`src/msg_pkg.sv`:
```
package msg_pkg;

  localparam int XB_SIZE = 32; // PC message width

  // low two bits of every message
  typedef enum logic [1:0] {
    MSG_PIX       = 2'd0, // pixel sample
    MSG_COEFF_END = 2'd1  // closes the coefficient stream
  } msg_kind_t;

  // camera sample as it arrives from the PC with msb first
  typedef struct packed {
    logic [19:0] fds;     // sample value with the 4 lsbs dropped upstream
    logic [5:0]  rsvd_hi;
    logic        fval;    // frame valid
    logic        lval;    // line valid
    logic [1:0]  rsvd_lo;
    msg_kind_t   kind;
  } pixel_msg_t;

  // same word seen either as a pixel or as a raw coefficient fragment
  typedef union packed {
    pixel_msg_t           pix;
    logic [XB_SIZE-1:0]   raw;
  } msg_word_u;

  typedef enum logic [1:0] {
    PIX_STANDBY,
    PIX_INTRALINE,
    PIX_INTERLINE,
    PIX_INTERFRAME
  } pixel_state_t;

  typedef struct packed {
    logic [10:0] col;   // up to 2048 columns
    logic [11:0] row;   // 2k rows plus dark rows top and bottom
    logic [19:0] frame;
    logic [19:0] fds;   // sample of the latest popped word
  } pixel_pos_t;

endpackage

```
`src/dram_pkg.sv`:
```
package dram_pkg;
  import msg_pkg::*;

  localparam int ADDR_WIDTH     = 27;
  localparam int APP_DATA_WIDTH = 256;

  // one BL8 burst is two controller beats
  localparam int MSGS_PER_BURST = 2 * APP_DATA_WIDTH / XB_SIZE;

  localparam logic [ADDR_WIDTH-1:0] START_ADDR = '0;
  localparam logic [ADDR_WIDTH-1:0] ADDR_INC   = 27'd8; // BL8

  typedef struct packed {
    logic                  en;   // app_en
    logic                  read; // command is a read
    logic [ADDR_WIDTH-1:0] addr;
  } dram_req_t;

  typedef enum logic [2:0] {
    DRAMIFC_ERROR,
    DRAMIFC_MSG_WAIT,
    DRAMIFC_WR_WAIT,
    DRAMIFC_WR1,
    DRAMIFC_WR2,
    DRAMIFC_READING,
    DRAMIFC_THROTTLED,
    DRAMIFC_INTERFRAME
  } dramifc_state_t;

endpackage

```
`src/msg_fifo.sv`:
```
module msg_fifo import msg_pkg::*; #(
  parameter int FIFO_DEPTH = 16
) (
  input  logic      bus_clk,
  input  logic      fds_val,
  input  msg_word_u din,
  input  logic      wr_en,
  input  logic      rd_en,
  output msg_word_u dout,
  output logic      empty,
  output logic      almost_full
);
  localparam int AW = $clog2(FIFO_DEPTH);

  msg_word_u mem [FIFO_DEPTH];
  logic [AW-1:0] wr_ptr, rd_ptr;
  logic [$clog2(FIFO_DEPTH+1)-1:0] count;
  logic wr_ok, rd_ok;

  assign empty       = count == 0;
  assign almost_full = count >= FIFO_DEPTH - 2; // room left for the router's late write
  assign wr_ok       = wr_en && count != FIFO_DEPTH;
  assign rd_ok       = rd_en && !empty;
  assign dout        = mem[rd_ptr]; // show-ahead

  always_ff @(posedge bus_clk) begin
    if (wr_ok) mem[wr_ptr] <= din;
  end

  always_ff @(posedge bus_clk or posedge fds_val) begin
    if (fds_val) begin
      wr_ptr <= '0;
      rd_ptr <= '0;
      count  <= '0;
    end else begin
      if (wr_ok) wr_ptr <= (wr_ptr == AW'(FIFO_DEPTH - 1)) ? '0 : wr_ptr + 1'b1;
      if (rd_ok) rd_ptr <= (rd_ptr == AW'(FIFO_DEPTH - 1)) ? '0 : rd_ptr + 1'b1;
      case ({wr_ok, rd_ok})
        2'b10:   count <= count + 1'b1;
        2'b01:   count <= count - 1'b1;
        default: count <= count;
      endcase
    end
  end

endmodule

```
`src/pc_msg_router.sv`:
```
module pc_msg_router import msg_pkg::*; (
  input  logic      bus_clk,
  input  logic      fds_val,
  input  msg_word_u pc_msg,
  input  logic      pc_msg_empty,
  output logic      pc_msg_ack,
  input  logic      pix_full,
  input  logic      dram_full,
  output msg_word_u msg_d,
  output logic      pix_wren,
  output logic      dram_wren
);
  logic [3:0] n_dram_msg; // wraps every 16 words to mark one DRAM group
  logic       is_pix;
  logic       is_pix_d;
  logic       pending_d;

  assign pc_msg_ack = !(pc_msg_empty || pix_full || dram_full);

  // a kind 0 word is a pixel only outside a coefficient group
  assign is_pix = pc_msg.pix.kind == MSG_PIX && n_dram_msg == 4'd0;

  assign pix_wren  = pending_d &&  is_pix_d && !pix_full;
  assign dram_wren = pending_d && !is_pix_d && !dram_full;

  always_ff @(posedge bus_clk) begin
    if (pc_msg_ack) msg_d <= pc_msg; // lines up with pending_d
  end

  always_ff @(posedge bus_clk or posedge fds_val) begin
    if (fds_val) begin
      n_dram_msg <= '0;
      is_pix_d   <= 1'b0;
      pending_d  <= 1'b0;
    end else begin
      pending_d <= pc_msg_ack;
      if (pc_msg_ack) begin
        is_pix_d <= is_pix;
        if (!is_pix) n_dram_msg <= n_dram_msg + 1'b1;
      end
    end
  end

endmodule

```
`src/pixel_tracker.sv`:
```
module pixel_tracker import msg_pkg::*; #(
  parameter int HB_CTR_SIZE = 16
) (
  input  logic       bus_clk,
  input  logic       fds_val,
  input  msg_word_u  pix_msg,
  input  logic       pix_empty,
  output logic       pix_ack,
  output pixel_pos_t pos,
  output logic       frame_start,
  output logic       heartbeat
);
  pixel_state_t state;
  logic [HB_CTR_SIZE-1:0] hb_ctr;
  logic fval, lval;

  // FIFO is show-ahead, so pop as soon as a word shows up
  assign pix_ack   = !pix_empty;
  assign fval      = pix_msg.pix.fval;
  assign lval      = pix_msg.pix.lval;
  assign heartbeat = hb_ctr[HB_CTR_SIZE-1];

  always_ff @(posedge bus_clk or posedge fds_val) begin
    if (fds_val) begin
      state       <= PIX_STANDBY;
      pos         <= '0;
      hb_ctr      <= '0;
      frame_start <= 1'b0;
    end else begin
      frame_start <= 1'b0;
      if (pix_ack) begin
        hb_ctr  <= hb_ctr + 1'b1;
        pos.fds <= pix_msg.pix.fds;
        case (state)
          PIX_STANDBY:
            if (!fval) begin // sync up on a frame gap
              pos.col   <= '0;
              pos.row   <= '0;
              pos.frame <= '0;
              state     <= PIX_INTERFRAME;
            end
          PIX_INTRALINE:
            if (lval) begin
              pos.col <= pos.col + 1'b1;
            end else if (fval) begin
              pos.row <= pos.row + 1'b1; // end of line
              state   <= PIX_INTERLINE;
            end else begin
              pos.frame <= pos.frame + 1'b1; // end of frame
              state     <= PIX_INTERFRAME;
            end
          PIX_INTERLINE:
            if (lval) begin
              pos.col <= '0;
              state   <= PIX_INTRALINE;
            end
          PIX_INTERFRAME:
            if (lval) begin
              pos.col     <= '0;
              pos.row     <= '0;
              frame_start <= 1'b1; // kicks off the coefficient replay
              state       <= PIX_INTRALINE;
            end
          default: state <= PIX_STANDBY;
        endcase
      end
    end
  end

endmodule

```
`src/coeff_packer.sv`:
```
module coeff_packer import msg_pkg::*, dram_pkg::*; (
  input  logic                        bus_clk,
  input  logic                        fds_val,
  input  msg_word_u                   dram_msg,
  input  logic                        dram_empty,
  output logic                        dram_ack,
  output logic                        burst_valid,
  output logic                        burst_last,
  output logic [2*APP_DATA_WIDTH-1:0] burst_data,
  input  logic                        burst_taken
);
  // wraps back to 0 after the closing fragment
  logic [$clog2(MSGS_PER_BURST)-1:0] frag_idx;

  assign dram_ack = !dram_empty && !burst_valid;

  always_ff @(posedge bus_clk) begin
    if (dram_ack) burst_data[frag_idx*XB_SIZE +: XB_SIZE] <= dram_msg.raw; // fragment 0 lowest
  end

  always_ff @(posedge bus_clk or posedge fds_val) begin
    if (fds_val) begin
      frag_idx    <= '0;
      burst_valid <= 1'b0;
      burst_last  <= 1'b0;
    end else begin
      if (dram_ack) begin
        frag_idx <= frag_idx + 1'b1;
        if (frag_idx == $bits(frag_idx)'(MSGS_PER_BURST - 1)) begin
          burst_valid <= 1'b1;
          burst_last  <= dram_msg.pix.kind == MSG_COEFF_END;
        end
      end else if (burst_taken) begin
        burst_valid <= 1'b0; // sequencer has both beats
      end
    end
  end

endmodule

```
`src/dram_sequencer.sv`:
```
module dram_sequencer import dram_pkg::*; (
  input  logic                        bus_clk,
  input  logic                        fds_val,
  input  logic                        burst_valid,
  input  logic                        burst_last,
  input  logic [2*APP_DATA_WIDTH-1:0] burst_data,
  output logic                        burst_taken,
  input  logic                        app_rdy,
  input  logic                        app_wdf_rdy,
  input  logic                        coeff_high,
  input  logic                        frame_start,
  output dram_req_t                   req,
  output logic                        app_wdf_wren,
  output logic                        app_wdf_end,
  output logic [APP_DATA_WIDTH-1:0]   app_wdf_data,
  output logic                        error
);
  dramifc_state_t state;
  logic [ADDR_WIDTH-1:0] end_addr; // one past the last written burst
  logic [ADDR_WIDTH-1:0] next_addr;

  assign next_addr   = req.addr + ADDR_INC;
  assign burst_taken = state == DRAMIFC_WR2;
  assign error       = state == DRAMIFC_ERROR;

  always_ff @(posedge bus_clk) begin
    if (state == DRAMIFC_WR_WAIT && app_rdy && app_wdf_rdy)
      app_wdf_data <= burst_data[0 +: APP_DATA_WIDTH];
    else if (state == DRAMIFC_WR1 && app_wdf_rdy)
      app_wdf_data <= burst_data[APP_DATA_WIDTH +: APP_DATA_WIDTH];
  end

  always_ff @(posedge bus_clk or posedge fds_val) begin
    if (fds_val) begin
      state        <= DRAMIFC_MSG_WAIT;
      req          <= '{en: 1'b0, read: 1'b0, addr: START_ADDR};
      end_addr     <= START_ADDR;
      app_wdf_wren <= 1'b0;
      app_wdf_end  <= 1'b1;
    end else begin
      case (state)
        DRAMIFC_ERROR: ; // stuck until reset
        DRAMIFC_MSG_WAIT:
          if (burst_valid) begin
            req.en <= 1'b1; // write command for the held burst
            state  <= DRAMIFC_WR_WAIT;
          end
        DRAMIFC_WR_WAIT:
          if (app_rdy && app_wdf_rdy) begin
            req.en       <= 1'b0;
            app_wdf_wren <= 1'b1;
            app_wdf_end  <= 1'b0; // beat 0
            state        <= DRAMIFC_WR1;
          end
        DRAMIFC_WR1:
          if (app_wdf_rdy) begin
            app_wdf_end <= 1'b1; // beat 1
            state       <= DRAMIFC_WR2;
          end
        DRAMIFC_WR2: begin
          app_wdf_wren <= 1'b0;
          req.addr     <= next_addr;
          if (!app_wdf_rdy) begin
            state <= DRAMIFC_ERROR; // controller dropped beat 1
          end else if (burst_last) begin
            end_addr <= next_addr;
            req      <= '{en: 1'b1, read: 1'b1, addr: START_ADDR};
            state    <= DRAMIFC_READING;
          end else begin
            state <= DRAMIFC_MSG_WAIT;
          end
        end
        DRAMIFC_READING: begin
          if (app_rdy) req.addr <= next_addr;
          if (app_rdy && next_addr == end_addr) begin
            req.en <= 1'b0; // whole range issued
            state  <= DRAMIFC_INTERFRAME;
          end else if (coeff_high) begin
            req.en <= 1'b0; // address already advanced if accepted
            state  <= DRAMIFC_THROTTLED;
          end
        end
        DRAMIFC_THROTTLED:
          if (!coeff_high) begin
            req.en <= 1'b1;
            state  <= DRAMIFC_READING;
          end
        DRAMIFC_INTERFRAME:
          if (frame_start) begin
            req.addr <= START_ADDR; // replay for the new frame
            req.en   <= 1'b1;
            state    <= DRAMIFC_READING;
          end
        default: state <= DRAMIFC_ERROR;
      endcase
    end
  end

endmodule

```
`src/application.sv`:
```
module application import msg_pkg::*, dram_pkg::*; #(
  parameter int FIFO_DEPTH  = 16,
  parameter int HB_CTR_SIZE = 16
) (
  input  logic                      bus_clk,
  input  logic                      fds_val,
  input  msg_word_u                 pc_msg,
  input  logic                      pc_msg_empty,
  output logic                      pc_msg_ack,
  input  logic                      app_rdy,
  input  logic                      app_wdf_rdy,
  input  logic                      coeff_high,
  output dram_req_t                 req,
  output logic                      app_wdf_wren,
  output logic                      app_wdf_end,
  output logic [APP_DATA_WIDTH-1:0] app_wdf_data,
  output pixel_pos_t                pos,
  output logic                      heartbeat,
  output logic                      error
);
  msg_word_u msg_d, pix_msg, dram_msg;
  logic pix_wren, dram_wren, pix_full, dram_full;
  logic pix_empty, dram_empty, pix_ack, dram_ack;
  logic frame_start;
  logic burst_valid, burst_last, burst_taken;
  logic [2*APP_DATA_WIDTH-1:0] burst_data;

  pc_msg_router router_inst (
    .bus_clk, .fds_val, .pc_msg, .pc_msg_empty, .pc_msg_ack,
    .pix_full, .dram_full, .msg_d, .pix_wren, .dram_wren
  );

  msg_fifo #(.FIFO_DEPTH(FIFO_DEPTH)) pix_fifo (
    .bus_clk, .fds_val, .din(msg_d), .wr_en(pix_wren), .rd_en(pix_ack),
    .dout(pix_msg), .empty(pix_empty), .almost_full(pix_full)
  );

  msg_fifo #(.FIFO_DEPTH(FIFO_DEPTH)) dram_fifo (
    .bus_clk, .fds_val, .din(msg_d), .wr_en(dram_wren), .rd_en(dram_ack),
    .dout(dram_msg), .empty(dram_empty), .almost_full(dram_full)
  );

  pixel_tracker #(.HB_CTR_SIZE(HB_CTR_SIZE)) tracker_inst (
    .bus_clk, .fds_val, .pix_msg, .pix_empty, .pix_ack,
    .pos, .frame_start, .heartbeat
  );

  coeff_packer packer_inst (
    .bus_clk, .fds_val, .dram_msg, .dram_empty, .dram_ack,
    .burst_valid, .burst_last, .burst_data, .burst_taken
  );

  dram_sequencer sequencer_inst (
    .bus_clk, .fds_val, .burst_valid, .burst_last, .burst_data, .burst_taken,
    .app_rdy, .app_wdf_rdy, .coeff_high, .frame_start, .req,
    .app_wdf_wren, .app_wdf_end, .app_wdf_data, .error
  );

endmodule

```
`config.mk`:
```
export PLATFORM = sky130hd
export DESIGN_NAME = application
export DESIGN_NICKNAME = d
export VERILOG_FILES = /design/src/msg_pkg.sv /design/src/dram_pkg.sv /design/src/msg_fifo.sv /design/src/pc_msg_router.sv /design/src/pixel_tracker.sv /design/src/coeff_packer.sv /design/src/dram_sequencer.sv /design/src/application.sv
export SDC_FILE = /design/constraint.sdc
export NUM_CORES = 2
export LEC_CHECK = 0
export BUFFER_PORTS_ARGS = -buffer_cell sky130_fd_sc_hd__buf_2
export CORE_MARGIN = 1
export CORE_UTILIZATION = 65
export DETAILED_ROUTE_END_ITERATION = 8
export PLACE_DENSITY = 0.88
export SYNTH_ARGS = -nofsm -noshare
export SYNTH_HDL_FRONTEND = slang
export SYNTH_SLANG_ARGS = --single-unit
```
`constraint.sdc`:
```
create_clock -name bus_clk -period 15.8 [get_ports bus_clk]
set_input_delay 0 -clock bus_clk [delete_from_list [all_inputs] [get_ports bus_clk]]
set_output_delay 0 -clock bus_clk [all_outputs]
set_load 0.05 [all_outputs]
```
==> metrics.txt <==
max layer used met5; PwrDens 186 nW/um2; multi-input logic area 16900 um2; gr usage total 34.2%; GP Congestion 0.856; synth top area cells edfxtp_1, mux4_2, dfrtp_1, mux2_2, nor2_1; maximum vdd drop 0.247 mV; clock root buffer master clkbuf_16; Worst Setup SP sequencer_inst.state[2]; drt via density 6.64; Worst-path clk slew 0.06 ns; cell taking the most area after synthesis edfxtp_1; status finished, final reports clean; WL met2 96000 um; Post-Synthesis Cells 4114; wire length per cell 30.5 um; Die Width 335 um; setup TNS 0 ns; clock period minus worst slack 5.29 ns; I/O Pins 391; sequential fraction of design power 43.1%; DR pass1 iterations 6; Seq/Total Area, Yosys 75.6%; # rows 121; die height 335 um; Final Worst Setup Slack 10.51 ns; layout cells sized above 1 27.7%; drt total wl 190000 um; Post-CTS Resized 0; asr flop ratio synth 9.52%; Syn Area/Cell 17.5 um2; cell with the most instances after synthesis edfxtp_1; final setup skew 0.0558 ns; antenna violations before repair 4; Critical Path Max Stage Delay 0.96 ns; Max-Cap Viols 0; Tightest Hold Check Type primary input to flop; Switching Power 5.51 mW; Post-CTS Setup Inserts 0; worst-path cell chain inv_1 -> and3_1 -> and3_4 -> buf_4 -> buf_4 -> buf_4 -> mux2_2; grt ovf 0; fin area 82100 um2; Tcrit/Tclk final 33.5%; FMAX 0.189 GHz; Switching Share 36.0%; fillers 5521; Core ar. 109000 um2; Synth Register Bits 1839; fin. max-slew vios 0; pre-CTS setup slack 10.82 ns; TritonCTS Buffers 173; Worst Path Required 16.35 ns; area grow syn2layout 14.2%; Final setup viols 0; first-pass GRT wire length 274000 um; Post-synth top cells edfxtp_1, nor2_1, mux4_2; Synth top area share 69.5%; RR Endpoint sequencer_inst.app_wdf_data[217]; Initial Util 65.8%; internal cell power 9.78 mW; CTS tree yes; Worst Hold Path Cells 2; worst skew pair latency 0.82 ns; R2R depth 7; r2r setup slk 10.51 ns; ys flop type edfxtp_1; CTS H-tree lvls 4; Vias 41.3k; Comb power frac 29.3%; sequential cell area 54400 um2; die area 112000 um2; PortBufs 387; Sink Count 1839; yosys warns 0; Iter 0 DRT Violations 5759; Crit Path Class flop to flop; Hold WS 0.0561 ns; Syn Std Cell Area 71900 um2; Antenna Nets Post-Route 0; worst-case clock buffer depth 3; CP Max Fanout 76; Final Core Density 75.1%; Slew headroom 18.3%; R2R Path Start sequencer_inst.state[2]; Clock Power Share 27.6%; met1 wire length 62300 um; met3 routed WL 19800 um; crit path launch type flop; Hold Crit Endpoint router_inst.msg_d[9]; LEAKAGE 28.1 nW; Final #Nets 4655; Crit path arrival time 5.83 ns; slowest stage cell on the critical path buf_4; most used cell, CP buf_4; post-synthesis cell type count 67; DRC 0; dpl hpwl 102000 um; worst hold start pc_msg[9]; Placed Instance Area 75700 um2; Final Hold Viols 0; Worst setup EP type flop; Post-synth EDFFs 1664; vias in the first global route 41.5k; RSZ-0062 raised after global routing no; largest net degree at the start of global routing 107; Hold-fix buffers, CTS 71; Least-Margin Pin Slew 1.23 ns
## per-layer routing
| layer | up-vias | global-route usage [%] |
|---|---|---|
| met5 | - | 0 |
| met4 | 2 | 19.2 |
| met3 | 667 | 6.08 |
| met2 | 3404 | 57.6 |
| met1 | 20600 | 42.3 |
| li1 | 16600 | - |
## sequential cells by signal, indices dropped and copies added, names as in the netlist, 2 cells and up
name and cells:
dram_fifo.mem 512, packer_inst.burst_data 512, pix_fifo.mem 352, sequencer_inst.app_wdf_data 256, tracker_inst.pos 63, router_inst.msg_d 32
sequencer_inst.req 26, sequencer_inst.end_addr 24, tracker_inst.hb_ctr 16, dram_fifo.count 5, pix_fifo.count 5, dram_fifo.rd_ptr 4
dram_fifo.wr_ptr 4, packer_inst.frag_idx 4, pix_fifo.rd_ptr 4, pix_fifo.wr_ptr 4, router_inst.n_dram_msg 4, sequencer_inst.state 3
tracker_inst.state 2
## worst max path at each step
stage,end,slack (ns),cells after the start
after global routing,sequencer_inst.app_wdf_data[217],10.40,7
after floorplan,sequencer_inst.app_wdf_data[0],8.57,4
after global placement,sequencer_inst.app_wdf_data[90],10.88,7
after CTS,sequencer_inst.app_wdf_data[217],10.73,7
after detailed placement,sequencer_inst.app_wdf_data[80],10.82,7
final,sequencer_inst.app_wdf_data[217],10.51,7
## cells in the final DEF, fill, tap and decap left out, types with 7 or more instances in the layout
cell              n
buf_4            64
or2_2             7
or3_1            12
nand2b_1         18
a21o_1           13
xnor2_1          59
a21oi_1          47
clkinv_1         42
ha_1             27
nand2_1         220
clkbuf_16       174
and3_1           18
diode_2           8
edfxtp_1       1664
mux2_2          264
dlygate4sd3_1    71
clkinv_2         26
inv_1            38
nand3_1         101
inv_6             9
buf_2           387
nor4_1           19
nor2_2           13
mux4_2          268
and2_1           38
o21ai_0          75
nor3_1           17
nor2_4           28
dfrtp_1         166
xor2_1           42
nor3_2           11
clkbuf_1         37
bufinv_16        18
o31ai_1          11
nand4_1          29
nor2_1          582
## power by group through the flow
stage | Sequential, mW | Clock, mW | Combinational (mW)
2_1_floorplan | 6.77 | 0 | 2.65
6_report | 6.58 | 4.23 | 4.48
5_1_grt | 6.63 | 4.41 | 4.64
4_1_cts | 6.58 | 4.24 | 4.39
3_5_place_dp | 6.65 | 0 | 4.25
3_3_place_gp | 6.61 | 0 | 4.10
## critical path, delay by kind of cell, from the launching register on
family / cells / cell delay, ns
buffers and inverters: 4 / 2.97
AND/OR/NAND/NOR: 2 / 0.87
multiplexers: 1 / 0.46
flip-flops: 1 / 0.46
## layout make-up
class,instances,share of cell area (%)
flip-flops and latches,1839,66.2
multi-input cells,2012,20.6
clock buffers,216,5.55
repair buffers,522,3.81
well taps,1476,2.25
clock inverters,107,1.40
inverters,39,0.187
diodes,8,0.0244
## logic make-up after synthesis
group	Yosys count	share of synthesized area (%)
DFF	1839	75.6
AOI/OAI and AO/OA	190	1.62
other	1	0.00521
buffers and inverters	265	1.44
xor gates and xnor gates	101	1.23
adders and majority gates	30	0.543
and+or+nand+nor	1148	6.93
muxes	540	12.7
## per-stage QoR
stage	cells	power, mW
2_1_floorplan	4116	9.42
3_3_place_gp	5817	10.7
3_5_place_dp	5817	10.9
4_1_cts	6211	15.2
5_1_grt	6213	15.7
6_report	6219	15.3
Note: power is estimated with default switching activity, not from simulation.
